### src/logic/guard_bus_pkg.sv
// AXI4-Lite bus definitions for the subordinate guard
// Bus widths, response codes and the request and response channel structs

package guard_bus_pkg;

  localparam int unsigned ADDR_WIDTH = 32;
  localparam int unsigned DATA_WIDTH = 32;
  localparam int unsigned STRB_WIDTH = DATA_WIDTH / 8;

  // AXI response codes
  typedef enum logic [1:0] {
    OKAY   = 2'b00,
    EXOKAY = 2'b01,
    SLVERR = 2'b10,
    DECERR = 2'b11
  } resp_e;

  // Everything a manager drives
  typedef struct packed {
    logic [ADDR_WIDTH-1:0] aw_addr;
    logic                  aw_valid;
    logic [DATA_WIDTH-1:0] w_data;
    logic [STRB_WIDTH-1:0] w_strb;
    logic                  w_valid;
    logic                  b_ready;
    logic [ADDR_WIDTH-1:0] ar_addr;
    logic                  ar_valid;
    logic                  r_ready;
  } axil_req_t;

  // Everything a subordinate drives
  typedef struct packed {
    logic                  aw_ready;
    logic                  w_ready;
    resp_e                 b_resp;
    logic                  b_valid;
    logic                  ar_ready;
    logic [DATA_WIDTH-1:0] r_data;
    resp_e                 r_resp;
    logic                  r_valid;
  } axil_rsp_t;

endpackage

### src/logic/guard_reg_pkg.sv
// Configuration register definitions for the subordinate guard
// Register offsets, budget and prescaler constants, monitor states and the
// structs between the register file and the monitors

package guard_reg_pkg;

  localparam int unsigned CNT_WIDTH     = 16;
  localparam int unsigned PRESCALER_DIV = 4;
  localparam logic [CNT_WIDTH-1:0] BUDGET_RESET = 16'd64;

  // Byte offsets on the configuration port
  typedef enum logic [7:0] {
    REG_BUDGET_WR = 8'h00,
    REG_BUDGET_RD = 8'h04,
    REG_STATUS    = 8'h08,
    REG_IRQ_ADDR  = 8'h0C,
    REG_RESET     = 8'h10
  } reg_addr_e;

  typedef enum logic [1:0] {
    IDLE,
    BUSY,
    TIMED_OUT
  } guard_state_e;

  // Register file to monitors
  typedef struct packed {
    logic [CNT_WIDTH-1:0] budget_wr;
    logic [CNT_WIDTH-1:0] budget_rd;
    logic                 irq_clr_wr;
    logic                 irq_clr_rd;
  } reg2hw_t;

  // Monitors to register file
  typedef struct packed {
    logic                                irq_wr;
    logic                                irq_rd;
    logic [guard_bus_pkg::ADDR_WIDTH-1:0] irq_addr;
    logic                                irq_addr_valid;
    logic                                rst_req;
  } hw2reg_t;

endpackage

### src/logic/guard_cfg_regs.sv
// Configuration register file on an AXI4-Lite port
// Holds the write and read budgets, turns write-1-to-clear accesses to the
// status register into clear pulses and returns monitor state on reads

`timescale 1ns/100ps

module guard_cfg_regs (
  input  logic                     clk_i,
  input  logic                     rst_n_i,
  input  guard_bus_pkg::axil_req_t cfg_req_i,
  output guard_bus_pkg::axil_rsp_t cfg_rsp_o,
  output guard_reg_pkg::reg2hw_t   reg2hw_o,
  input  guard_reg_pkg::hw2reg_t   hw2reg_i
);

  logic wr_accept;
  logic rd_accept;
  logic b_valid_q;
  logic r_valid_q;
  logic irq_clr_wr_q;
  logic irq_clr_rd_q;
  logic [guard_reg_pkg::CNT_WIDTH-1:0] budget_wr_q;
  logic [guard_reg_pkg::CNT_WIDTH-1:0] budget_rd_q;
  logic [guard_bus_pkg::DATA_WIDTH-1:0] rd_data;
  logic [guard_bus_pkg::DATA_WIDTH-1:0] r_data_q;
  guard_bus_pkg::resp_e wr_resp;
  guard_bus_pkg::resp_e rd_resp;
  guard_bus_pkg::resp_e b_resp_q;
  guard_bus_pkg::resp_e r_resp_q;
  guard_reg_pkg::reg_addr_e wr_addr;
  guard_reg_pkg::reg_addr_e rd_addr;

  // Byte-wise update of a budget register
  function automatic logic [guard_reg_pkg::CNT_WIDTH-1:0] apply_strb(
    input logic [guard_reg_pkg::CNT_WIDTH-1:0]  old_val,
    input logic [guard_bus_pkg::DATA_WIDTH-1:0] data,
    input logic [guard_bus_pkg::STRB_WIDTH-1:0] strb
  );
    logic [guard_reg_pkg::CNT_WIDTH-1:0] res;
    res = old_val;
    for (int i = 0; i < guard_reg_pkg::CNT_WIDTH / 8; i++) begin
      if (strb[i]) begin
        res[8*i +: 8] = data[8*i +: 8];
      end
    end
    return res;
  endfunction

  // Accept only once the previous response has gone out
  assign wr_accept = cfg_req_i.aw_valid && cfg_req_i.w_valid && !b_valid_q;
  assign rd_accept = cfg_req_i.ar_valid && !r_valid_q;
  assign wr_addr   = guard_reg_pkg::reg_addr_e'(cfg_req_i.aw_addr[7:0]);
  assign rd_addr   = guard_reg_pkg::reg_addr_e'(cfg_req_i.ar_addr[7:0]);

  always_comb begin : proc_wr_decode
    wr_resp = guard_bus_pkg::SLVERR;
    case (wr_addr)
      guard_reg_pkg::REG_BUDGET_WR, guard_reg_pkg::REG_BUDGET_RD,
      guard_reg_pkg::REG_STATUS, guard_reg_pkg::REG_IRQ_ADDR,
      guard_reg_pkg::REG_RESET: wr_resp = guard_bus_pkg::OKAY;
      default: wr_resp = guard_bus_pkg::SLVERR;
    endcase
  end

  always_comb begin : proc_rd_decode
    rd_data = '0;
    rd_resp = guard_bus_pkg::OKAY;
    case (rd_addr)
      guard_reg_pkg::REG_BUDGET_WR: rd_data[guard_reg_pkg::CNT_WIDTH-1:0] = budget_wr_q;
      guard_reg_pkg::REG_BUDGET_RD: rd_data[guard_reg_pkg::CNT_WIDTH-1:0] = budget_rd_q;
      guard_reg_pkg::REG_STATUS:    rd_data[1:0] = {hw2reg_i.irq_rd, hw2reg_i.irq_wr};
      guard_reg_pkg::REG_IRQ_ADDR: begin
        if (hw2reg_i.irq_addr_valid) begin
          rd_data = hw2reg_i.irq_addr;
        end
      end
      guard_reg_pkg::REG_RESET:     rd_data[0] = hw2reg_i.rst_req;
      default:                      rd_resp = guard_bus_pkg::SLVERR;
    endcase
  end

  always_ff @(posedge clk_i or negedge rst_n_i) begin
    if (!rst_n_i) begin
      b_valid_q    <= 1'b0;
      r_valid_q    <= 1'b0;
      irq_clr_wr_q <= 1'b0;
      irq_clr_rd_q <= 1'b0;
      budget_wr_q  <= guard_reg_pkg::BUDGET_RESET;
      budget_rd_q  <= guard_reg_pkg::BUDGET_RESET;
    end else begin
      if (wr_accept) begin
        b_valid_q <= 1'b1;
      end else if (cfg_req_i.b_ready) begin
        b_valid_q <= 1'b0;
      end
      if (rd_accept) begin
        r_valid_q <= 1'b1;
      end else if (cfg_req_i.r_ready) begin
        r_valid_q <= 1'b0;
      end
      if (wr_accept && wr_addr == guard_reg_pkg::REG_BUDGET_WR) begin
        budget_wr_q <= apply_strb(budget_wr_q, cfg_req_i.w_data, cfg_req_i.w_strb);
      end
      if (wr_accept && wr_addr == guard_reg_pkg::REG_BUDGET_RD) begin
        budget_rd_q <= apply_strb(budget_rd_q, cfg_req_i.w_data, cfg_req_i.w_strb);
      end
      // Write 1 to clear gives one pulse per status bit
      irq_clr_wr_q <= wr_accept && wr_addr == guard_reg_pkg::REG_STATUS &&
                      cfg_req_i.w_strb[0] && cfg_req_i.w_data[0];
      irq_clr_rd_q <= wr_accept && wr_addr == guard_reg_pkg::REG_STATUS &&
                      cfg_req_i.w_strb[0] && cfg_req_i.w_data[1];
    end
  end

  always_ff @(posedge clk_i) begin
    if (wr_accept) begin
      b_resp_q <= wr_resp;
    end
    if (rd_accept) begin
      r_data_q <= rd_data;
      r_resp_q <= rd_resp;
    end
  end

  always_comb begin : proc_rsp
    cfg_rsp_o.aw_ready = wr_accept;
    cfg_rsp_o.w_ready  = wr_accept;
    cfg_rsp_o.b_resp   = b_resp_q;
    cfg_rsp_o.b_valid  = b_valid_q;
    cfg_rsp_o.ar_ready = rd_accept;
    cfg_rsp_o.r_data   = r_data_q;
    cfg_rsp_o.r_resp   = r_resp_q;
    cfg_rsp_o.r_valid  = r_valid_q;
  end

  assign reg2hw_o.budget_wr  = budget_wr_q;
  assign reg2hw_o.budget_rd  = budget_rd_q;
  assign reg2hw_o.irq_clr_wr = irq_clr_wr_q;
  assign reg2hw_o.irq_clr_rd = irq_clr_rd_q;

endmodule

### src/logic/write_guard.sv
// Write budget monitor
// Times each write from the AW handshake to the B handshake in prescaled
// ticks and flags an overrun with an interrupt, a reset request and the
// captured AW address

`timescale 1ns/100ps

module write_guard (
  input  logic                                 clk_i,
  input  logic                                 rst_n_i,
  input  logic                                 wr_en_i,
  input  guard_bus_pkg::axil_req_t             mst_req_i,
  input  guard_bus_pkg::axil_rsp_t             slv_rsp_i,
  input  logic [guard_reg_pkg::CNT_WIDTH-1:0]  budget_i,
  input  logic                                 irq_clr_i,
  input  logic                                 reset_clear_i,
  output logic                                 busy_o,
  output logic                                 irq_o,
  output logic                                 reset_req_o,
  output logic [guard_bus_pkg::ADDR_WIDTH-1:0] irq_addr_o,
  output logic                                 irq_addr_valid_o
);

  guard_reg_pkg::guard_state_e state_q;
  logic [$clog2(guard_reg_pkg::PRESCALER_DIV)-1:0] presc_q;
  logic [guard_reg_pkg::CNT_WIDTH-1:0] cnt_q;
  logic [guard_bus_pkg::ADDR_WIDTH-1:0] addr_q;
  logic irq_q;
  logic rst_req_q;
  logic tick;
  logic enq_hs;
  logic rsp_hs;

  // wr_en_i already carries aw_valid and the enable
  assign enq_hs = wr_en_i && slv_rsp_i.aw_ready && state_q == guard_reg_pkg::IDLE;
  assign rsp_hs = mst_req_i.b_ready && slv_rsp_i.b_valid;
  assign tick   = presc_q == $bits(presc_q)'(guard_reg_pkg::PRESCALER_DIV - 1);

  // Free-running tick prescaler
  always_ff @(posedge clk_i or negedge rst_n_i) begin
    if (!rst_n_i) begin
      presc_q <= '0;
    end else if (tick) begin
      presc_q <= '0;
    end else begin
      presc_q <= presc_q + 1'b1;
    end
  end

  always_ff @(posedge clk_i) begin
    if (enq_hs) begin
      addr_q <= mst_req_i.aw_addr;
    end
  end

  always_ff @(posedge clk_i or negedge rst_n_i) begin
    if (!rst_n_i) begin
      state_q   <= guard_reg_pkg::IDLE;
      cnt_q     <= '0;
      irq_q     <= 1'b0;
      rst_req_q <= 1'b0;
    end else begin
      case (state_q)
        guard_reg_pkg::IDLE: begin
          if (enq_hs) begin
            state_q <= guard_reg_pkg::BUSY;
            cnt_q   <= '0;
          end
        end
        guard_reg_pkg::BUSY: begin
          // A response in the same cycle still counts as in time
          if (rsp_hs) begin
            state_q <= guard_reg_pkg::IDLE;
          end else if (cnt_q > budget_i) begin
            state_q   <= guard_reg_pkg::TIMED_OUT;
            irq_q     <= 1'b1;
            rst_req_q <= 1'b1;
          end else if (tick) begin
            cnt_q <= cnt_q + 1'b1;
          end
        end
        guard_reg_pkg::TIMED_OUT: begin
          if (irq_clr_i) begin
            irq_q <= 1'b0;
          end
          if (reset_clear_i) begin
            rst_req_q <= 1'b0;
          end
          if (!irq_q && !rst_req_q) begin
            state_q <= guard_reg_pkg::IDLE;
          end
        end
        default: state_q <= guard_reg_pkg::IDLE;
      endcase
    end
  end

  assign busy_o           = state_q == guard_reg_pkg::BUSY;
  assign irq_o            = irq_q;
  assign reset_req_o      = rst_req_q;
  assign irq_addr_o       = addr_q;
  assign irq_addr_valid_o = state_q == guard_reg_pkg::TIMED_OUT;

endmodule

### src/logic/read_guard.sv
// Read budget monitor
// Times each read from the AR handshake to the R handshake and reports an
// overrun with the captured AR address

`timescale 1ns/100ps

module read_guard (
  input  logic                                 clk_i,
  input  logic                                 rst_n_i,
  input  logic                                 rd_en_i,
  input  guard_bus_pkg::axil_req_t             mst_req_i,
  input  guard_bus_pkg::axil_rsp_t             slv_rsp_i,
  input  logic [guard_reg_pkg::CNT_WIDTH-1:0]  budget_i,
  input  logic                                 irq_clr_i,
  input  logic                                 reset_clear_i,
  output logic                                 busy_o,
  output logic                                 irq_o,
  output logic                                 reset_req_o,
  output logic [guard_bus_pkg::ADDR_WIDTH-1:0] irq_addr_o,
  output logic                                 irq_addr_valid_o
);

  guard_reg_pkg::guard_state_e state_q;
  logic [$clog2(guard_reg_pkg::PRESCALER_DIV)-1:0] presc_q;
  logic [guard_reg_pkg::CNT_WIDTH-1:0] cnt_q;
  logic [guard_bus_pkg::ADDR_WIDTH-1:0] addr_q;
  logic irq_q;
  logic rst_req_q;
  logic tick;
  logic enq_hs;
  logic rsp_hs;

  assign enq_hs = rd_en_i && slv_rsp_i.ar_ready && state_q == guard_reg_pkg::IDLE;
  assign rsp_hs = mst_req_i.r_ready && slv_rsp_i.r_valid;
  assign tick   = presc_q == $bits(presc_q)'(guard_reg_pkg::PRESCALER_DIV - 1);

  always_ff @(posedge clk_i or negedge rst_n_i) begin
    if (!rst_n_i) begin
      presc_q <= '0;
    end else if (tick) begin
      presc_q <= '0;
    end else begin
      presc_q <= presc_q + 1'b1;
    end
  end

  always_ff @(posedge clk_i) begin
    if (enq_hs) begin
      addr_q <= mst_req_i.ar_addr;
    end
  end

  always_ff @(posedge clk_i or negedge rst_n_i) begin
    if (!rst_n_i) begin
      state_q   <= guard_reg_pkg::IDLE;
      cnt_q     <= '0;
      irq_q     <= 1'b0;
      rst_req_q <= 1'b0;
    end else begin
      case (state_q)
        guard_reg_pkg::IDLE: begin
          if (enq_hs) begin
            state_q <= guard_reg_pkg::BUSY;
            cnt_q   <= '0;
          end
        end
        guard_reg_pkg::BUSY: begin
          if (rsp_hs) begin
            state_q <= guard_reg_pkg::IDLE;
          end else if (cnt_q > budget_i) begin
            state_q   <= guard_reg_pkg::TIMED_OUT;
            irq_q     <= 1'b1;
            rst_req_q <= 1'b1;
          end else if (tick) begin
            cnt_q <= cnt_q + 1'b1;
          end
        end
        guard_reg_pkg::TIMED_OUT: begin
          if (irq_clr_i) begin
            irq_q <= 1'b0;
          end
          if (reset_clear_i) begin
            rst_req_q <= 1'b0;
          end
          // Leave only once both software and reset controller are done
          if (!irq_q && !rst_req_q) begin
            state_q <= guard_reg_pkg::IDLE;
          end
        end
        default: state_q <= guard_reg_pkg::IDLE;
      endcase
    end
  end

  assign busy_o           = state_q == guard_reg_pkg::BUSY;
  assign irq_o            = irq_q;
  assign reset_req_o      = rst_req_q;
  assign irq_addr_o       = addr_q;
  assign irq_addr_valid_o = state_q == guard_reg_pkg::TIMED_OUT;

endmodule

### src/logic/slv_guard_top.sv
// Subordinate guard top level
// Passes AXI4-Lite traffic through, times it with the write and read
// monitors, isolates the subordinate after an overrun and merges the
// monitor outputs for the configuration registers

`timescale 1ns/100ps

module slv_guard_top (
  input  logic                     clk_i,
  input  logic                     rst_n_i,
  input  logic                     guard_ena_i,
  input  guard_bus_pkg::axil_req_t mgr_req_i,
  output guard_bus_pkg::axil_rsp_t mgr_rsp_o,
  output guard_bus_pkg::axil_req_t sub_req_o,
  input  guard_bus_pkg::axil_rsp_t sub_rsp_i,
  input  guard_bus_pkg::axil_req_t cfg_req_i,
  output guard_bus_pkg::axil_rsp_t cfg_rsp_o,
  output logic                     irq_o,
  output logic                     rst_req_o,
  input  logic                     rst_stat_i
);

  guard_reg_pkg::reg2hw_t reg2hw;
  guard_reg_pkg::hw2reg_t hw2reg;
  guard_bus_pkg::axil_req_t req_wr;
  guard_bus_pkg::axil_req_t req_rd;
  guard_bus_pkg::axil_rsp_t rsp_wr;
  guard_bus_pkg::axil_rsp_t rsp_rd;
  logic [guard_bus_pkg::ADDR_WIDTH-1:0] wr_addr;
  logic [guard_bus_pkg::ADDR_WIDTH-1:0] rd_addr;
  logic wr_addr_valid;
  logic rd_addr_valid;
  logic wr_busy;
  logic rd_busy;
  logic wr_irq;
  logic rd_irq;
  logic wr_rst_req;
  logic rd_rst_req;
  logic wr_enqueue;
  logic rd_enqueue;
  logic isolate;

  guard_cfg_regs i_regs (
    .clk_i     ( clk_i     ),
    .rst_n_i   ( rst_n_i   ),
    .cfg_req_i ( cfg_req_i ),
    .cfg_rsp_o ( cfg_rsp_o ),
    .reg2hw_o  ( reg2hw    ),
    .hw2reg_i  ( hw2reg    )
  );

  assign isolate    = guard_ena_i && (irq_o || rst_req_o);
  assign wr_enqueue = mgr_req_i.aw_valid && guard_ena_i && !isolate;
  assign rd_enqueue = mgr_req_i.ar_valid && guard_ena_i && !isolate;

  always_comb begin : proc_gate
    sub_req_o = mgr_req_i;
    mgr_rsp_o = sub_rsp_i;
    // One outstanding transaction per direction
    if (wr_busy) begin
      sub_req_o.aw_valid = 1'b0;
      mgr_rsp_o.aw_ready = 1'b0;
    end
    if (rd_busy) begin
      sub_req_o.ar_valid = 1'b0;
      mgr_rsp_o.ar_ready = 1'b0;
    end
    if (isolate) begin
      sub_req_o.aw_valid = 1'b0;
      sub_req_o.w_valid  = 1'b0;
      sub_req_o.b_ready  = 1'b0;
      sub_req_o.ar_valid = 1'b0;
      sub_req_o.r_ready  = 1'b0;
      mgr_rsp_o.aw_ready = 1'b0;
      mgr_rsp_o.w_ready  = 1'b0;
      mgr_rsp_o.b_valid  = 1'b0;
      mgr_rsp_o.ar_ready = 1'b0;
      mgr_rsp_o.r_valid  = 1'b0;
    end
  end

  // Monitors see the manager-side handshakes
  always_comb begin : proc_split
    req_wr          = mgr_req_i;
    req_wr.ar_addr  = '0;
    req_wr.ar_valid = 1'b0;
    req_wr.r_ready  = 1'b0;
    rsp_wr          = mgr_rsp_o;
    rsp_wr.ar_ready = 1'b0;
    rsp_wr.r_data   = '0;
    rsp_wr.r_resp   = guard_bus_pkg::OKAY;
    rsp_wr.r_valid  = 1'b0;
    req_rd          = mgr_req_i;
    req_rd.aw_addr  = '0;
    req_rd.aw_valid = 1'b0;
    req_rd.w_data   = '0;
    req_rd.w_strb   = '0;
    req_rd.w_valid  = 1'b0;
    req_rd.b_ready  = 1'b0;
    rsp_rd          = mgr_rsp_o;
    rsp_rd.aw_ready = 1'b0;
    rsp_rd.w_ready  = 1'b0;
    rsp_rd.b_resp   = guard_bus_pkg::OKAY;
    rsp_rd.b_valid  = 1'b0;
  end

  write_guard i_write_guard (
    .clk_i            ( clk_i             ),
    .rst_n_i          ( rst_n_i           ),
    .wr_en_i          ( wr_enqueue        ),
    .mst_req_i        ( req_wr            ),
    .slv_rsp_i        ( rsp_wr            ),
    .budget_i         ( reg2hw.budget_wr  ),
    .irq_clr_i        ( reg2hw.irq_clr_wr ),
    .reset_clear_i    ( rst_stat_i        ),
    .busy_o           ( wr_busy           ),
    .irq_o            ( wr_irq            ),
    .reset_req_o      ( wr_rst_req        ),
    .irq_addr_o       ( wr_addr           ),
    .irq_addr_valid_o ( wr_addr_valid     )
  );

  read_guard i_read_guard (
    .clk_i            ( clk_i             ),
    .rst_n_i          ( rst_n_i           ),
    .rd_en_i          ( rd_enqueue        ),
    .mst_req_i        ( req_rd            ),
    .slv_rsp_i        ( rsp_rd            ),
    .budget_i         ( reg2hw.budget_rd  ),
    .irq_clr_i        ( reg2hw.irq_clr_rd ),
    .reset_clear_i    ( rst_stat_i        ),
    .busy_o           ( rd_busy           ),
    .irq_o            ( rd_irq            ),
    .reset_req_o      ( rd_rst_req        ),
    .irq_addr_o       ( rd_addr           ),
    .irq_addr_valid_o ( rd_addr_valid     )
  );

  assign irq_o     = wr_irq | rd_irq;
  assign rst_req_o = wr_rst_req | rd_rst_req;

  always_comb begin : proc_merge
    hw2reg.irq_wr         = wr_irq;
    hw2reg.irq_rd         = rd_irq;
    hw2reg.rst_req        = rst_req_o;
    hw2reg.irq_addr_valid = wr_addr_valid | rd_addr_valid;
    // Write side wins when both captured an address
    if (wr_addr_valid) begin
      hw2reg.irq_addr = wr_addr;
    end else if (rd_addr_valid) begin
      hw2reg.irq_addr = rd_addr;
    end else begin
      hw2reg.irq_addr = '0;
    end
  end

endmodule

### config.mk
export PLATFORM = sky130hd
export DESIGN_NAME = slv_guard_top
export DESIGN_NICKNAME = d
export VERILOG_FILES = /design/src/logic/guard_bus_pkg.sv /design/src/logic/guard_reg_pkg.sv /design/src/logic/guard_cfg_regs.sv /design/src/logic/write_guard.sv /design/src/logic/read_guard.sv /design/src/logic/slv_guard_top.sv
export SDC_FILE = /design/constraint.sdc
export NUM_CORES = 1
export LEC_CHECK = 0
export ABC_CLOCK_PERIOD_IN_PS = 3600
export BUFFER_PORTS_ARGS = -buffer_cell sky130_fd_sc_hd__buf_4
export CAP_MARGIN = 20
export CORE_AREA = 8 8 168 170
export CTS_CLUSTER_SIZE = 10
export DETAILED_ROUTE_END_ITERATION = 6
export DIE_AREA = 0 0 176 178
export GPL_TIMING_DRIVEN = 0
export PLACE_DENSITY_LB_ADDON = 0.05
export SYNTH_ARGS = -nofsm -noshare
export SYNTH_HDL_FRONTEND = slang
export SYNTH_HIERARCHICAL = 1
export SYNTH_SLANG_ARGS = --single-unit
### constraint.sdc
create_clock -name clk_i -period 3.6 [get_ports clk_i]
set_clock_uncertainty 0.1 [all_clocks]
set_input_delay 0.18 -clock clk_i [delete_from_list [all_inputs] [get_ports clk_i]]
set_output_delay 0.18 -clock clk_i [all_outputs]
set_load 0.01 [all_outputs]
==> results.ini <==
[status]
status = completed

[timing]
max_slew_margin_pct = 37.6
timing.hold.ws_ps = 51.2
slew_viol_final = 0
tightestPinTransition_ps = 936
rsz0062_at_grt = no
setup_slack_ps = 371
finalHoldViolations = 0
fin_tns_setup_ps = 0
finalCritPeriodShare_pct = 89.7
fmax_mhz = 310
period_needed_ps = 3230
setup_violations = 0

[floorplan]
dieArea_sq_um = 31300
fp.dieH_um = 178
die_w_um = 176
initial_utilization_pct = 39.4
pin_count = 444
rows = 59
coreArea_sq_um = 25600

[layout]
final_util_pct = 56.3
layout.nets = 1609
num-fill-cells = 2252
area_growth_pct = 42.8
final_area_sq_um = 14400
drive_gt1_share_pct = 43.5
fin_cells = 1667

[critical_path]
arrival_ps = 3450
slowest_delay_ps = 390
crit_chain = nand2b_1 -> clkbuf_1 -> inv_1 -> clkbuf_2 -> and3b_1 -> nand3_1 -> clkinvlp_4 -> a21oi_1 -> clkbuf_1 -> o21a_1 -> a31oi_1 -> o41ai_2
crit_top_cell = clkbuf_1
worstSetupPathType = reg2reg
cp_slowest_cell = clkbuf_1
cp_data_required_time_ps = 3820
critical_path.top_delay_family = buffers and inverters
path_buf_inv = 5
end_kind = flip-flop
regToRegStartpoint = i_read_guard/state_q[1]$_DFFE_PN0P_
crit_fanout = 11
cp-startpoint = i_read_guard/state_q[1]$_DFFE_PN0P_
critPathLaunchType = flip-flop

[clock_tree]
clkSinkCount = 178
h-tree-depth = 4
clk_pin_slew_ps = 70
clock_latency_ps = 440
cts_made_buffers = 17
post_cts_buffers = 0
cts_tree = yes
cts_root_buffer = clkbuf_16
cts_max_path_buffers = 2

[placement]
hpwlAfterDp_mm = 24.8
gp_congestion = 0.830
numPortBuffers = 302
dpl.cell_count = 1541
place_area_sq_um = 12900
pre_cts_ws_ps = 159

[route]
dr.first_iter.drc_count = 489
routed_wl_mm = 31.9
vias = 8286
drt-pass1-iter-count = 5
routedWlPerCell_um = 19.1
drc_errors = 0
antenna_left = 0
vias_per_cell = 4.97

[power_and_ir_drop]
irDropWorstVdd_mv = 0.278
power_density_nw_per_um2 = 441
p_leak_nw = 6.45
power.total_mw = 6.35

[flow_run]
cap_violations = 0

[global_routing]
gr-total-overflow = 0
grt_first_pass_wirelength_mm = 48.8
track_usage_pct = 20.1
grt_max_degree = 81
grt_antenna_before_repair = 2
first_global_vias = 8503

[hold_path]
hold_path_class = in2reg
worstHoldStart = cfg_req_i[6]

[synthesis]
syn-instance-count = 900
syn_area_per_cell_sq_um = 11.2
yosys_warnings = 6
netlist_area_sq_um = 10100

[final timing paths]
| path | depth (start not counted) | endpoint | slack, ps |
|---|---|---|---|
| worst max register to register | 12 | i_read_guard/cnt_q[8]$_DFFE_PN0P_ | 370 |
| worst min register to register | 1 | i_write_guard/presc_q[0]$_DFF_PN0_ | 330 |
| max in group asynchronous | 3 | i_regs/budget_rd_q[6]$_DFFE_PN1P_ | 2670 |
| worst max-delay path | 12 | i_read_guard/cnt_q[8]$_DFFE_PN0P_ | 370 |
| min in group asynchronous | 2 | i_read_guard/reset_req_o$_DFFE_PN0P_ | 90 |
| worst min-delay path | 3 | i_regs/r_resp_q[1]$_DFFE_PP_ | 50 |
[worst register-to-register path, stage by stage, from the launching register on]
cell and delay, ps:
dfrtp_1 380, nand2b_1 150, clkbuf_1 250, inv_1 130, clkbuf_2 280, and3b_1 270
nand3_1 200, clkinvlp_4 370, a21oi_1 290, clkbuf_1 390, o21a_1 190, a31oi_1 40
o41ai_2 80
[cell type report]
cell class | count | area [sq um] | area share, %
multi-input cells | 497 | 3740 | 25.9
clock buffers | 17 | 425 | 2.95
clock inverters | 14 | 155 | 1.08
flip-flops and latches | 178 | 4950 | 34.3
inverters | 49 | 188 | 1.30
repair buffers | 399 | 3290 | 22.8
well taps | 335 | 419 | 2.91
diodes | 2 | 5.00 | 0.0347
plain buffers | 176 | 1250 | 8.64
[power breakdown]
part	leakage (nW)	switching, mW	internal (mW)
clock network	0.287	0.898	0.934
registers	1.95	0.272	2.34
logic	4.21	0.977	0.930
total	6.45	2.15	4.21
[registers in the layout (all words and copies together), names as in the netlist]
name                       cells
i_write_guard/irq_o            1
i_read_guard/irq_o             1
i_write_guard/irq_addr_o      32
i_regs/b_valid_q               1
i_regs/r_data_q               32
i_regs/irq_clr_wr_q            1
i_regs/budget_wr_q            16
i_regs/budget_rd_q            16
i_write_guard/cnt_q           16
i_write_guard/state_q          2
i_write_guard/presc_q          2
i_read_guard/cnt_q            16
i_regs/r_valid_q               1
i_read_guard/presc_q           2
i_read_guard/irq_addr_o       32
i_regs/irq_clr_rd_q            1
i_regs/r_resp_q                1
i_write_guard/reset_req_o      1
i_read_guard/reset_req_o       1
i_read_guard/state_q           2
i_regs/b_resp_q                1
[layer usage]
layer | share of wire (%) | global-route usage [%]
met1 | 41 | 24.2
met2 | 49 | 34.2
met3 | 8.5 | 6.24
met4 | 1.5 | 5.76
met5 | 0 | 0
[placed cells by master, fill, tap and decap left out, drive strengths merged, types with 33 or more instances in the layout]
cell type    instances
dlygate4sd3         93
ha                  36
inv                 58
edfxtp              98
dfrtp               78
nand2               58
mux2                33
buf                466
and2                41
clkbuf              33
[what timing repair did]
action / CTS / global route
gates resized for setup: 0 / 3
endpoints found under the hold margin: 181 / 0
hold buffers: 93 / 0
setup endpoints to repair: 0 / 36
(Power assumes the default switching activity.)
